**config.mk**
```make
export PLATFORM = sky130hd
export DESIGN_NAME = exe_top
export DESIGN_NICKNAME = d
export VERILOG_FILES = /design/src/exe_pkg.sv /design/src/exe_opr_if.sv /design/src/exe_alu.sv /design/src/exe_bitmanip.sv /design/src/exe_ctrl.sv /design/src/exe_mul.sv /design/src/exe_operand_sel.sv /design/src/exe_top.sv
export SDC_FILE = /design/constraint.sdc
export NUM_CORES = 2
export LEC_CHECK = 0
export BUFFER_PORTS_ARGS = -buffer_cell sky130_fd_sc_hd__buf_2
export CORE_ASPECT_RATIO = 2
export CORE_MARGIN = 10
export CORE_UTILIZATION = 65
export CTS_CLUSTER_DIAMETER = 60
export DETAILED_ROUTE_END_ITERATION = 8
export GPL_TIMING_DRIVEN = 0
export PLACE_DENSITY = 0.82
export SLEW_MARGIN = 5
export SYNTH_ARGS = -nofsm -noshare
export SYNTH_HDL_FRONTEND = slang
export SYNTH_SLANG_ARGS = --single-unit
```
**constraint.sdc**
```tcl
create_clock -name clk -period 3.47 [get_ports clk]
set_clock_uncertainty 0.2 [all_clocks]
set_input_delay 0.5205 -clock clk [delete_from_list [all_inputs] [get_ports clk]]
set_output_delay 0.5205 -clock clk [all_outputs]
set_load 0.02 [all_outputs]
```
**src/exe_pkg.sv**
```systemverilog
`default_nettype none

package exe_pkg;

   // Datapath widths
   localparam int XLEN    = 32;
   localparam int CNT_W   = 6;
   localparam int SHAMT_W = 5;

   typedef logic [XLEN-1:0] xlen_t;

   ////////////////////////////////////////////////////////////////////////////
   // Unified opcode, grouped as ALU, bitmanip and multiply ranges
   ////////////////////////////////////////////////////////////////////////////
   typedef enum logic [5:0] {
      // Base integer ALU
      OP_ADD    = 6'd0,
      OP_SUB    = 6'd1,
      OP_AND    = 6'd2,
      OP_OR     = 6'd3,
      OP_XOR    = 6'd4,
      OP_SLL    = 6'd5,
      OP_SRL    = 6'd6,
      OP_SRA    = 6'd7,
      OP_SLT    = 6'd8,
      OP_SLTU   = 6'd9,
      OP_COPY1  = 6'd10,
      OP_COPY2  = 6'd11,
      // Zba/Zbb subset
      OP_SH1ADD = 6'd16,
      OP_SH2ADD = 6'd17,
      OP_SH3ADD = 6'd18,
      OP_ANDN   = 6'd19,
      OP_ORN    = 6'd20,
      OP_XNOR   = 6'd21,
      OP_CLZ    = 6'd22,
      OP_CTZ    = 6'd23,
      OP_CPOP   = 6'd24,
      OP_MIN    = 6'd25,
      OP_MAX    = 6'd26,
      OP_MINU   = 6'd27,
      OP_MAXU   = 6'd28,
      OP_SEXTB  = 6'd29,
      OP_SEXTH  = 6'd30,
      OP_ZEXTH  = 6'd31,
      OP_ROL    = 6'd32,
      OP_ROR    = 6'd33,
      OP_ORCB   = 6'd34,
      OP_REV8   = 6'd35,
      // Multiplier
      OP_MUL    = 6'd48,
      OP_MULH   = 6'd49,
      OP_MULHSU = 6'd50,
      OP_MULHU  = 6'd51
   } exe_op_e;

   typedef enum logic [2:0] {
      BR_NONE,
      BR_EQ,
      BR_NE,
      BR_LT,
      BR_GE,
      BR_LTU,
      BR_GEU
   } br_op_e;

   typedef enum logic {OPR1_REG, OPR1_PC} opr1_sel_e;
   typedef enum logic {OPR2_REG, OPR2_IMM} opr2_sel_e;

   // Result source of the stage
   typedef enum logic [1:0] {UNIT_ALU, UNIT_BMU, UNIT_MUL} exe_unit_e;

endpackage : exe_pkg

`default_nettype wire

```
**src/exe_opr_if.sv**
```systemverilog
`timescale 1ns/1ps
`default_nettype none

interface exe_opr_if;
   import exe_pkg::*;

   xlen_t opr1;
   xlen_t opr2;
   xlen_t cmp_opr1;
   xlen_t cmp_opr2;
   logic  cmp_lt;
   logic  cmp_ltu;
   logic  cmp_eq;

   modport src  (output opr1, opr2, cmp_opr1, cmp_opr2);
   modport cmp  (input opr1, opr2, cmp_opr1, cmp_opr2, output cmp_lt, cmp_ltu, cmp_eq);
   // Read-only view for bitmanip and multiply
   modport user (input opr1, opr2, cmp_lt, cmp_ltu);

endinterface : exe_opr_if

`default_nettype wire

```
**src/exe_alu.sv**
```systemverilog
`timescale 1ns/1ps
`default_nettype none

module exe_alu (
   exe_opr_if.cmp            opr,
   input  exe_pkg::exe_op_e  op_i,
   input  exe_pkg::br_op_e   br_op_i,
   output exe_pkg::xlen_t    alu_result_o,
   output logic              branch_taken_o
);
   import exe_pkg::*;

   logic [XLEN:0]      cmp_diff;
   logic               cmp_neg;
   logic               cmp_ovf;
   xlen_t              adder_out;
   logic [SHAMT_W-1:0] shamt;

   ////////////////////////////////////////////////////////////////////////////
   // Comparison subtractor
   ////////////////////////////////////////////////////////////////////////////

   // Bit XLEN of the difference is the borrow
   assign cmp_diff = {1'b0, opr.cmp_opr1} - {1'b0, opr.cmp_opr2};
   assign cmp_neg  = cmp_diff[XLEN-1];

   // Signed overflow when operand signs differ and the result sign flips
   assign cmp_ovf = (cmp_neg & ~opr.cmp_opr1[XLEN-1] & opr.cmp_opr2[XLEN-1]) |
                    (~cmp_neg & opr.cmp_opr1[XLEN-1] & ~opr.cmp_opr2[XLEN-1]);

   assign opr.cmp_eq  = ~|cmp_diff[XLEN-1:0];
   assign opr.cmp_lt  = cmp_neg ^ cmp_ovf;
   assign opr.cmp_ltu = cmp_diff[XLEN];

   ////////////////////////////////////////////////////////////////////////////
   // Base ALU
   ////////////////////////////////////////////////////////////////////////////
   assign shamt     = opr.opr2[SHAMT_W-1:0];
   assign adder_out = (op_i == OP_SUB) ? opr.opr1 - opr.opr2 : opr.opr1 + opr.opr2;

   always_comb begin
      case (op_i)
         OP_ADD,
         OP_SUB:   alu_result_o = adder_out;
         OP_AND:   alu_result_o = opr.opr1 & opr.opr2;
         OP_OR:    alu_result_o = opr.opr1 | opr.opr2;
         OP_XOR:   alu_result_o = opr.opr1 ^ opr.opr2;
         OP_SLL:   alu_result_o = opr.opr1 << shamt;
         OP_SRL:   alu_result_o = opr.opr1 >> shamt;
         OP_SRA:   alu_result_o = $signed(opr.opr1) >>> shamt;
         OP_SLT:   alu_result_o = {{(XLEN-1){1'b0}}, opr.cmp_lt};
         OP_SLTU:  alu_result_o = {{(XLEN-1){1'b0}}, opr.cmp_ltu};
         // PC copy for jumps, immediate copy for lui
         OP_COPY1: alu_result_o = opr.opr1;
         OP_COPY2: alu_result_o = opr.opr2;
         default:  alu_result_o = '0;
      endcase
   end

   ////////////////////////////////////////////////////////////////////////////
   // Branch resolution
   ////////////////////////////////////////////////////////////////////////////
   always_comb begin
      case (br_op_i)
         BR_EQ:   branch_taken_o = opr.cmp_eq;
         BR_NE:   branch_taken_o = ~opr.cmp_eq;
         BR_LT:   branch_taken_o = opr.cmp_lt;
         BR_GE:   branch_taken_o = ~opr.cmp_lt;
         BR_LTU:  branch_taken_o = opr.cmp_ltu;
         BR_GEU:  branch_taken_o = ~opr.cmp_ltu;
         default: branch_taken_o = 1'b0;
      endcase
   end

endmodule : exe_alu

`default_nettype wire

```
**src/exe_bitmanip.sv**
```systemverilog
`timescale 1ns/1ps
`default_nettype none

module exe_bitmanip (
   exe_opr_if.user           opr,
   input  exe_pkg::exe_op_e  op_i,
   output exe_pkg::xlen_t    bmu_result_o
);
   import exe_pkg::*;

   xlen_t              opr1_rev;
   xlen_t              cnt_data;
   logic [CNT_W-1:0]   cnt_result;
   logic               cnt_run;
   logic               is_cpop;
   logic [SHAMT_W-1:0] shamt;
   logic [2*XLEN-1:0]  rol_full;
   logic [2*XLEN-1:0]  ror_full;

   always_comb begin
      for (int i = 0; i < XLEN; i++) begin
         opr1_rev[i] = opr.opr1[XLEN-1-i];
      end
   end

   ////////////////////////////////////////////////////////////////////////////
   // Shared counter for clz, ctz and cpop
   ////////////////////////////////////////////////////////////////////////////
   assign is_cpop  = (op_i == OP_CPOP);
   assign cnt_data = is_cpop ? opr.opr1 : (op_i == OP_CTZ) ? ~opr.opr1 : ~opr1_rev;

   // Trailing ones from the LSB, cpop never stops
   always_comb begin
      cnt_result = '0;
      cnt_run    = 1'b1;
      for (int i = 0; i < XLEN; i++) begin
         if (cnt_data[i]) begin
            if (cnt_run) begin
               cnt_result = cnt_result + CNT_W'(1);
            end
         end else if (!is_cpop) begin
            cnt_run = 1'b0;
         end
      end
   end

   // Rotates through a doubled word
   assign shamt    = opr.opr2[SHAMT_W-1:0];
   assign rol_full = {opr.opr1, opr.opr1} << shamt;
   assign ror_full = {opr.opr1, opr.opr1} >> shamt;

   always_comb begin
      case (op_i)
         OP_SH1ADD: bmu_result_o = (opr.opr1 << 1) + opr.opr2;
         OP_SH2ADD: bmu_result_o = (opr.opr1 << 2) + opr.opr2;
         OP_SH3ADD: bmu_result_o = (opr.opr1 << 3) + opr.opr2;
         OP_ANDN:   bmu_result_o = opr.opr1 & ~opr.opr2;
         OP_ORN:    bmu_result_o = opr.opr1 | ~opr.opr2;
         OP_XNOR:   bmu_result_o = ~(opr.opr1 ^ opr.opr2);
         OP_CLZ,
         OP_CTZ,
         OP_CPOP:   bmu_result_o = {{(XLEN-CNT_W){1'b0}}, cnt_result};
         // Min and max reuse the ALU comparison flags
         OP_MIN:    bmu_result_o = opr.cmp_lt  ? opr.opr1 : opr.opr2;
         OP_MAX:    bmu_result_o = opr.cmp_lt  ? opr.opr2 : opr.opr1;
         OP_MINU:   bmu_result_o = opr.cmp_ltu ? opr.opr1 : opr.opr2;
         OP_MAXU:   bmu_result_o = opr.cmp_ltu ? opr.opr2 : opr.opr1;
         OP_SEXTB:  bmu_result_o = {{(XLEN-8){opr.opr1[7]}}, opr.opr1[7:0]};
         OP_SEXTH:  bmu_result_o = {{(XLEN-16){opr.opr1[15]}}, opr.opr1[15:0]};
         OP_ZEXTH:  bmu_result_o = {{(XLEN-16){1'b0}}, opr.opr1[15:0]};
         OP_ROL:    bmu_result_o = rol_full[2*XLEN-1:XLEN];
         OP_ROR:    bmu_result_o = ror_full[XLEN-1:0];
         OP_ORCB:   bmu_result_o = {{8{|opr.opr1[31:24]}}, {8{|opr.opr1[23:16]}},
                                    {8{|opr.opr1[15:8]}},  {8{|opr.opr1[7:0]}}};
         OP_REV8:   bmu_result_o = {opr.opr1[7:0],   opr.opr1[15:8],
                                    opr.opr1[23:16], opr.opr1[31:24]};
         default:   bmu_result_o = '0;
      endcase
   end

endmodule : exe_bitmanip

`default_nettype wire

```
**src/exe_ctrl.sv**
```systemverilog
`timescale 1ns/1ps
`default_nettype none

module exe_ctrl (
   input  logic              clk,
   input  logic              arst_n_i,
   input  logic              in_valid_i,
   output logic              in_ready_o,
   output logic              out_valid_o,
   input  logic              out_ready_i,
   input  exe_pkg::exe_op_e  op_i,
   input  logic              branch_req_i,
   input  logic              jump_req_i,
   input  exe_pkg::xlen_t    alu_result_i,
   input  exe_pkg::xlen_t    bmu_result_i,
   input  exe_pkg::xlen_t    mul_result_i,
   input  logic              branch_taken_i,
   output exe_pkg::xlen_t    result_o,
   output logic              new_pc_req_o,
   output exe_pkg::xlen_t    pc_new_o
);
   import exe_pkg::*;

   exe_unit_e unit;
   xlen_t     result_sel;
   logic      accept;

   // Decode the op range into a result source
   always_comb begin
      if (op_i >= OP_MUL) begin
         unit = UNIT_MUL;
      end else if (op_i >= OP_SH1ADD) begin
         unit = UNIT_BMU;
      end else begin
         unit = UNIT_ALU;
      end
   end

   always_comb begin
      case (unit)
         UNIT_BMU: result_sel = bmu_result_i;
         UNIT_MUL: result_sel = mul_result_i;
         default:  result_sel = alu_result_i;
      endcase
   end

   ////////////////////////////////////////////////////////////////////////////
   // Handshake and output register
   ////////////////////////////////////////////////////////////////////////////

   // Ready when empty or being drained this cycle
   assign in_ready_o = ~out_valid_o | out_ready_i;
   assign accept     = in_valid_i & in_ready_o;

   always_ff @(posedge clk or negedge arst_n_i) begin
      if (!arst_n_i) begin
         out_valid_o  <= 1'b0;
         new_pc_req_o <= 1'b0;
      end else if (in_ready_o) begin
         out_valid_o  <= in_valid_i;
         new_pc_req_o <= in_valid_i & (jump_req_i | (branch_req_i & branch_taken_i));
      end
   end

   always_ff @(posedge clk) begin
      if (accept) begin
         result_o <= result_sel;
         pc_new_o <= {alu_result_i[XLEN-1:2], 2'b00};
      end
   end

endmodule : exe_ctrl

`default_nettype wire

```
**src/exe_mul.sv**
```systemverilog
`timescale 1ns/1ps
`default_nettype none

module exe_mul (
   exe_opr_if.user           opr,
   input  exe_pkg::exe_op_e  op_i,
   output exe_pkg::xlen_t    mul_result_o
);
   import exe_pkg::*;

   logic                     opr1_signed;
   logic                     opr2_signed;
   logic signed [XLEN:0]     mul_opr1;
   logic signed [XLEN:0]     mul_opr2;
   logic signed [2*XLEN+1:0] mul_prod;

   // rs1 is signed for mulh and mulhsu, rs2 only for mulh
   assign opr1_signed = (op_i == OP_MULH) || (op_i == OP_MULHSU);
   assign opr2_signed = (op_i == OP_MULH);

   // One extra sign bit covers all three signedness cases
   assign mul_opr1 = $signed({opr1_signed & opr.opr1[XLEN-1], opr.opr1});
   assign mul_opr2 = $signed({opr2_signed & opr.opr2[XLEN-1], opr.opr2});
   assign mul_prod = (2*XLEN+2)'(mul_opr1) * (2*XLEN+2)'(mul_opr2);

   assign mul_result_o = (op_i == OP_MUL) ? mul_prod[XLEN-1:0] : mul_prod[2*XLEN-1:XLEN];

endmodule : exe_mul

`default_nettype wire

```
**src/exe_operand_sel.sv**
```systemverilog
`timescale 1ns/1ps
`default_nettype none

module exe_operand_sel (
   input  exe_pkg::xlen_t     pc_i,
   input  exe_pkg::xlen_t     imm_i,
   input  exe_pkg::xlen_t     rs1_data_i,
   input  exe_pkg::xlen_t     rs2_data_i,
   input  exe_pkg::xlen_t     lsu_fb_data_i,
   input  exe_pkg::xlen_t     wrb_fb_data_i,
   input  logic               fwd_lsu_rs1_i,
   input  logic               fwd_wrb_rs1_i,
   input  logic               fwd_lsu_rs2_i,
   input  logic               fwd_wrb_rs2_i,
   input  exe_pkg::opr1_sel_e opr1_sel_i,
   input  exe_pkg::opr2_sel_e opr2_sel_i,
   input  exe_pkg::opr2_sel_e cmp_opr2_sel_i,
   exe_opr_if.src             opr
);
   import exe_pkg::*;

   xlen_t rs1_fwd;
   xlen_t rs2_fwd;

   // LSU feedback is the youngest value, so it wins over writeback
   assign rs1_fwd = fwd_lsu_rs1_i ? lsu_fb_data_i :
                    fwd_wrb_rs1_i ? wrb_fb_data_i : rs1_data_i;
   assign rs2_fwd = fwd_lsu_rs2_i ? lsu_fb_data_i :
                    fwd_wrb_rs2_i ? wrb_fb_data_i : rs2_data_i;

   // Datapath operands
   assign opr.opr1 = (opr1_sel_i == OPR1_PC)  ? pc_i  : rs1_fwd;
   assign opr.opr2 = (opr2_sel_i == OPR2_IMM) ? imm_i : rs2_fwd;

   // Comparison operands, rs1 is always the register
   assign opr.cmp_opr1 = rs1_fwd;
   assign opr.cmp_opr2 = (cmp_opr2_sel_i == OPR2_IMM) ? imm_i : rs2_fwd;

endmodule : exe_operand_sel

`default_nettype wire

```
**src/exe_top.sv**
```systemverilog
`timescale 1ns/1ps
`default_nettype none

module exe_top (
   input  logic               clk,
   input  logic               arst_n_i,
   // Input handshake and operation
   input  logic               in_valid_i,
   output logic               in_ready_o,
   input  exe_pkg::exe_op_e   op_i,
   input  exe_pkg::br_op_e    br_op_i,
   input  exe_pkg::opr1_sel_e opr1_sel_i,
   input  exe_pkg::opr2_sel_e opr2_sel_i,
   input  exe_pkg::opr2_sel_e cmp_opr2_sel_i,
   input  logic               branch_req_i,
   input  logic               jump_req_i,
   // Operand data
   input  exe_pkg::xlen_t     pc_i,
   input  exe_pkg::xlen_t     imm_i,
   input  exe_pkg::xlen_t     rs1_data_i,
   input  exe_pkg::xlen_t     rs2_data_i,
   // Forwarding from LSU and writeback
   input  exe_pkg::xlen_t     lsu_fb_data_i,
   input  exe_pkg::xlen_t     wrb_fb_data_i,
   input  logic               fwd_lsu_rs1_i,
   input  logic               fwd_wrb_rs1_i,
   input  logic               fwd_lsu_rs2_i,
   input  logic               fwd_wrb_rs2_i,
   // Output handshake and results
   output logic               out_valid_o,
   input  logic               out_ready_i,
   output exe_pkg::xlen_t     result_o,
   output logic               new_pc_req_o,
   output exe_pkg::xlen_t     pc_new_o
);
   import exe_pkg::*;

   xlen_t alu_result;
   xlen_t bmu_result;
   xlen_t mul_result;
   logic  branch_taken;

   exe_opr_if opr_bus ();

   exe_operand_sel u_operand_sel (
      .pc_i           (pc_i),
      .imm_i          (imm_i),
      .rs1_data_i     (rs1_data_i),
      .rs2_data_i     (rs2_data_i),
      .lsu_fb_data_i  (lsu_fb_data_i),
      .wrb_fb_data_i  (wrb_fb_data_i),
      .fwd_lsu_rs1_i  (fwd_lsu_rs1_i),
      .fwd_wrb_rs1_i  (fwd_wrb_rs1_i),
      .fwd_lsu_rs2_i  (fwd_lsu_rs2_i),
      .fwd_wrb_rs2_i  (fwd_wrb_rs2_i),
      .opr1_sel_i     (opr1_sel_i),
      .opr2_sel_i     (opr2_sel_i),
      .cmp_opr2_sel_i (cmp_opr2_sel_i),
      .opr            (opr_bus.src)
   );

   exe_alu u_alu (
      .opr            (opr_bus.cmp),
      .op_i           (op_i),
      .br_op_i        (br_op_i),
      .alu_result_o   (alu_result),
      .branch_taken_o (branch_taken)
   );

   exe_bitmanip u_bitmanip (
      .opr          (opr_bus.user),
      .op_i         (op_i),
      .bmu_result_o (bmu_result)
   );

   exe_mul u_mul (
      .opr          (opr_bus.user),
      .op_i         (op_i),
      .mul_result_o (mul_result)
   );

   exe_ctrl u_ctrl (
      .clk            (clk),
      .arst_n_i       (arst_n_i),
      .in_valid_i     (in_valid_i),
      .in_ready_o     (in_ready_o),
      .out_valid_o    (out_valid_o),
      .out_ready_i    (out_ready_i),
      .op_i           (op_i),
      .branch_req_i   (branch_req_i),
      .jump_req_i     (jump_req_i),
      .alu_result_i   (alu_result),
      .bmu_result_i   (bmu_result),
      .mul_result_i   (mul_result),
      .branch_taken_i (branch_taken),
      .result_o       (result_o),
      .new_pc_req_o   (new_pc_req_o),
      .pc_new_o       (pc_new_o)
   );

endmodule : exe_top

`default_nettype wire

```
==> impl_summary.md, run 1 <==
Clocking
The clock sink count is 64. The library cell used as clock root buffer is sky130_fd_sc_hd__clkbuf_16. The H-tree was split into 3 levels.

The number of buffers created by CTS is 9. The maximum clock insertion buffer count is 2.

Die
The I/O pin total is 281. The die extent in x is 241.0 microns. The initial core utilization is 0.6525. The cell row count is 162. The vertical extent of the die is 462.0 microns.

Logic synthesis
The cell area that synthesis handed to floorplanning was 63480 sq um. The number of different library cells used by synthesis comes to 115. The most instantiated library cell after synthesis is sky130_fd_sc_hd__inv_1. Yosys mapped a number of flops with a built-in enable equal to 62. A synthesized cell averages 7.953 sq um. The most used flip-flop cell after synthesis is sky130_fd_sc_hd__edfxtp_1.

The portion of synthesized cell area occupied by the leading cell type is 0.3560. The synthesized design contains 64 register bits. The number of cells produced by synthesis is 7982. Yosys printed 0 warnings. After synthesis, the cell types taking the most area are sky130_fd_sc_hd__fa_1, sky130_fd_sc_hd__ha_1, sky130_fd_sc_hd__inv_1. The cell taking the most area after synthesis is sky130_fd_sc_hd__fa_1. In the synthesized netlist the async set-or-reset flop fraction comes to 0.03125. The commonest cells after synthesis are sky130_fd_sc_hd__inv_1, sky130_fd_sc_hd__nand2_1, sky130_fd_sc_hd__fa_1. The sequential element share of the synthesized area is 0.03011.

Global routing
Entering global routing, the biggest net connects 65 pins. The first-pass GRT wire length is 667.9 mm. The number of global-route vias before repair is 83570. The total congestion overflow is 4044. The aggregate global-route resource usage is 0.8221.

Run status
The first error in the log reads "[ERROR GRT-0116] Global routing finished with congestion. Check the congestion regions in the DRC Viewer". The stopping stage is 5_1_grt. The run stopped with a tool error.

Placed design
The pre-CTS setup slack is -16.17 ns. The final weighted congestion of routability-driven global placement is 1.707. Summed over all nets, the half-perimeter wirelength after detailed placement is 281.8 mm. The number of port buffers is 270.
per-layer routing:
layer | track usage | overflow
met2 | 1.014 | 2646
met1 | 0.7516 | 171
met4 | 0.8575 | 995
met5 | 0.5022 | 23
met3 | 0.6901 | 209
per-stage QoR:
stage	cell area [sq um]	hold slack (ns)	instances	setup TNS [ns]
floorplan	64510	0.02491	7983	-277.65
global placement	67400	0.1053	9483	-480.72
detailed placement	67510	0.1097	9489	-474.15
CTS	69450	0.1516	9600	-406.14
repair_timing:
item                       4_1_cts
hold buffers                     1
setup endpoints to repair       63
buffers inserted                96
gates resized for setup        205
hold endpoints to repair         2
pin swaps                       56
logic make-up after synthesis:
logic type | Yosys count | synth area share
XOR/XNOR | 343 | 0.05384
multiplexers | 191 | 0.03161
buffers and inverters | 1737 | 0.1042
AND/OR/NAND/NOR | 2364 | 0.1568
flip-flops | 64 | 0.03012
adder cells (fa/ha/maj) | 1658 | 0.4602
AO/OA/AOI/OAI | 1624 | 0.1631
other | 1 | 0.00005907
==> run 2: changes to the inputs <==
- CORE_ASPECT_RATIO: 2 -> not set
- CORE_UTILIZATION: 65 -> 40
- CTS_CLUSTER_DIAMETER: 60 -> not set
- PLACE_DENSITY: 0.82 -> not set
- PLACE_DENSITY_LB_ADDON: not set -> 0.15
==> run 2 against run 1 <==
  * The flow now finishes, with violations (capacitance limit, slew limit, setup timing)
  * Synthesized cell count stayed put
  * Synthesized area stayed put
==> impl_summary.md, run 2 <==
Placed design
The number of port buffers is 270 (unchanged). The half-perimeter wire length of the detailed placement result is 338.6 mm (+20%). The pre-CTS setup slack is -16.51 ns (-0.3305 ns). The final weighted congestion of routability-driven global placement is 1.166 (-32%).

Global routing
After global routing the overflow that remains totals 0. The number of global-route vias before repair is 66400. The aggregate global-route resource usage is 0.4593. Entering global routing, the biggest net connects 34 pins.

The first-pass GRT wire length is 553.3 mm. The initial antenna violation count is 55.

Die
The cell row count is 146 (-9.9%). The initial core utilization is 0.4018 (-0.2507). The die extent in x came to 418.4 microns (+74%). The die covers 175000 sq um. The vertical extent of the die is 418.4 microns (-9.4%).

The floorplan step defined a core boundary enclosing 158000 sq um. The I/O pin total is 281 (unchanged).

STA
The tightest hold path in the finished design has a slack of 0.09026 ns. Setup repair after global routing could not meet its margin everywhere. The share of the clock period used by the worst path after layout is 4.917. The slew at the pin closest to its max-slew limit is 1.614 ns. The number of hold-slack violations in the final timing report is 0. The tightest slew margin relative to the limit is -0.08118. Based on the critical path, the design can be clocked at up to 58.60 MHz. Across all setup checks in the final design, the least slack found is -13.59 ns. Setup violations remaining at the end of the flow were counted as 63. The worst path in the final design needs a cycle of 17.06 ns, including I/O delays and setup. Adding up every negative setup slack in the final design gives -353.14 ns. The number of pins with negative max-slew slack in the final report is 47.

Critical path
For the worst setup path, the data arrival time is 16.95 ns. The delay contributed by the slowest stage of the critical path is 0.41 ns. The startpoint class of the critical path is an input port.

The worst setup path is captured at a flop. The maximum fanout along the worst path is 5. In this design, the critical path's most frequently occurring cell is sky130_fd_sc_hd__ha_4. STA puts the critical path data required time at 3.36 ns. The largest individual stage delay along the critical path comes from the cell sky130_fd_sc_hd__xnor2_4. By startpoint and endpoint, the worst setup path is classified as in2reg.

Detailed routing
Dividing the detail-routed via count by the number of cells gives 6.350. The number of nets with antenna violations after detailed routing is 0. For this run, design rule violations remaining after detail routing come to 0. The routed wire length is 412.4 mm. The total number of vias is 67350. Dividing the detail-routed wire length by the instance count gives 38.89 microns. For this run, the detailed router's first-pass iteration total came to 7. For this block, the initial DRC count from the detailed router was 8576.

Layout
In the final layout, the registers with the most flip-flops are u_ctrl.result_o: 32 flops, u_ctrl.pc_new_o: 30 flops. The library cell used most frequently in the layout, excluding fill and tap cells, is sky130_fd_sc_hd__inv_1. Counting flops per register, the top entry is u_ctrl.result_o. Of the cells placed in the final design, the portion with a size suffix greater than 1 is 0.1644. The library cells used most frequently in the layout, excluding fill and tap cells, are sky130_fd_sc_hd__inv_1, sky130_fd_sc_hd__nand2_1, sky130_fd_sc_hd__fa_1. The number of nets in the layout is 10370. The growth of design area from synthesis to finish is 17.77%. The register with the most flip-flops in the layout has 32 of them. At the end of the flow the core is filled with cells to 0.4731.

Clocking
The clock-pin slew reported for the worst setup and hold paths after clock tree synthesis is 0.12 ns. The H-tree level count is 3 (unchanged). The clock sink count is 64 (unchanged). The number of buffers created by CTS is 9 (unchanged).

The TritonCTS clock tree is yes. At the later pin of the worst-skew pair, clock insertion delay measures 0.46 ns. The maximum clock insertion buffer count is 2 (unchanged).

The library cell used as clock root buffer is sky130_fd_sc_hd__clkbuf_16.

Logic synthesis
The portion of synthesized cell area occupied by the leading cell type came to 0.3560 (unchanged). The async set or reset register ratio after synthesis is 0.03125 (unchanged). The average cell area after synthesis came to 7.953 sq um (unchanged). The most instantiated library cell after synthesis is sky130_fd_sc_hd__inv_1. By area the synthesized netlist is led by sky130_fd_sc_hd__fa_1, sky130_fd_sc_hd__ha_1, sky130_fd_sc_hd__inv_1. The post-synthesis sequential element count is 64 (unchanged).

The biggest area contributor in the post-synthesis netlist is sky130_fd_sc_hd__fa_1. By count the netlist is led by sky130_fd_sc_hd__inv_1, sky130_fd_sc_hd__nand2_1, sky130_fd_sc_hd__fa_1. The yosys synthesis warning count is 0 (unchanged).

The unique cell type count in the Yosys netlist is 115 (unchanged). The number of cells produced by synthesis is 7982 (unchanged). The cell area after synthesis is 63480 sq um (unchanged).

The most common flop cell mapped by yosys is sky130_fd_sc_hd__edfxtp_1. The number of enable flip-flop cells after synthesis was 62 (unchanged). The sequential element share of the synthesized area was 0.03011 (unchanged).

Run status
The flow ran to the end, but the final reports show violations. The final reports fail on capacitance limit, slew limit, setup timing.

Worst hold path
The worst min-delay path class is in2reg.

Run
The max-capacitance violation count is 8.
## run 2: cell counts after synthesis
No cell type changed its count.
## run 2: final timing paths
kind	slack, ns	endpoint	from	depth (start not counted)
worst max-delay path	-13.59	u_ctrl.result_o[2]	fwd_wrb_rs1_i	93
worst min-delay path	0.09	u_ctrl.new_pc_req_o	jump_req_i	3
worst max register to register	1.25	u_ctrl.result_o[15]	u_ctrl.out_valid_o	3
worst min register to register	0.51	u_ctrl.new_pc_req_o	u_ctrl.new_pc_req_o	2
max in group asynchronous	2.72	u_ctrl.new_pc_req_o	arst_n_i	2
min in group asynchronous	0.20	u_ctrl.out_valid_o	arst_n_i	2
## run 2: cell families (layout without fill, tap and decap cells)
| kind of cell | Yosys count | in the layout | share of synthesized area |
|---|---|---|---|
| adders and majority gates | 1658 | 1658 | 0.4602 |
| other | 1 | 32 | 0.00005907 |
| DFF | 64 | 64 | 0.03012 |
| xor gates and xnor gates | 343 | 343 | 0.05384 |
| buffers and inverters | 1737 | 2258 | 0.1042 |
| AOI/OAI and AO/OA | 1624 | 1624 | 0.1631 |
| muxes | 191 | 191 | 0.03161 |
| and+or+nand+nor | 2364 | 2364 | 0.1568 |
## run 2: timing repair
item | 4_1_cts | 5_1_grt
resized for setup | 577 | 410
cloned | 0 | 3
pin swaps | 95 | 120
setup endpoints to repair | 63 | 63
setup buffers | 110 | 103
hold buffers | 1 | 0
hold endpoints to repair | 2 | 0
## run 2: final cells by class
cell class	instances	area, sq um
Clock buffer	9	225.2
Buffer	454	3582
Inverter	1273	4862
Multi-Input combinational cell	6182	57820
Sequential cell	64	1912
Antenna cell	30	75.07
Fill cell	15840	83250
Timing Repair Buffer	515	3580
Clock inverter	7	118.9
Tap cell	2072	2592
## run 2: critical path, delay by kind of cell
family                     cells  cell delay, ns
AOI/OAI and AO/OA             23            3.47
xor gates and xnor gates       8            1.49
adders and majority gates     20            5.29
buffers and inverters         13            1.44
muxes                         12            2.82
and+or+nand+nor               17            1.88
## run 2: stage by stage
stage          cells  cell area (sq um)
6_report       10610              74760
2_1_floorplan   7983              64510
4_1_cts        10470              72360
5_1_grt        10580              74700
3_3_place_gp   10330              68450
3_5_place_dp   10350              69030
## run 2: layer usage
metal	track usage	vias up	routed length [microns]
met5	0.001640	-	327
li1	-	27020	-
met3	0.1860	1521	52320
met2	0.6556	4896	166400
met1	0.5331	33890	147900
met4	0.3915	26	45480
Power of run 2 is not shown: default switching activity piles up to over one toggle a cycle in this logic, so the estimate is an artifact.
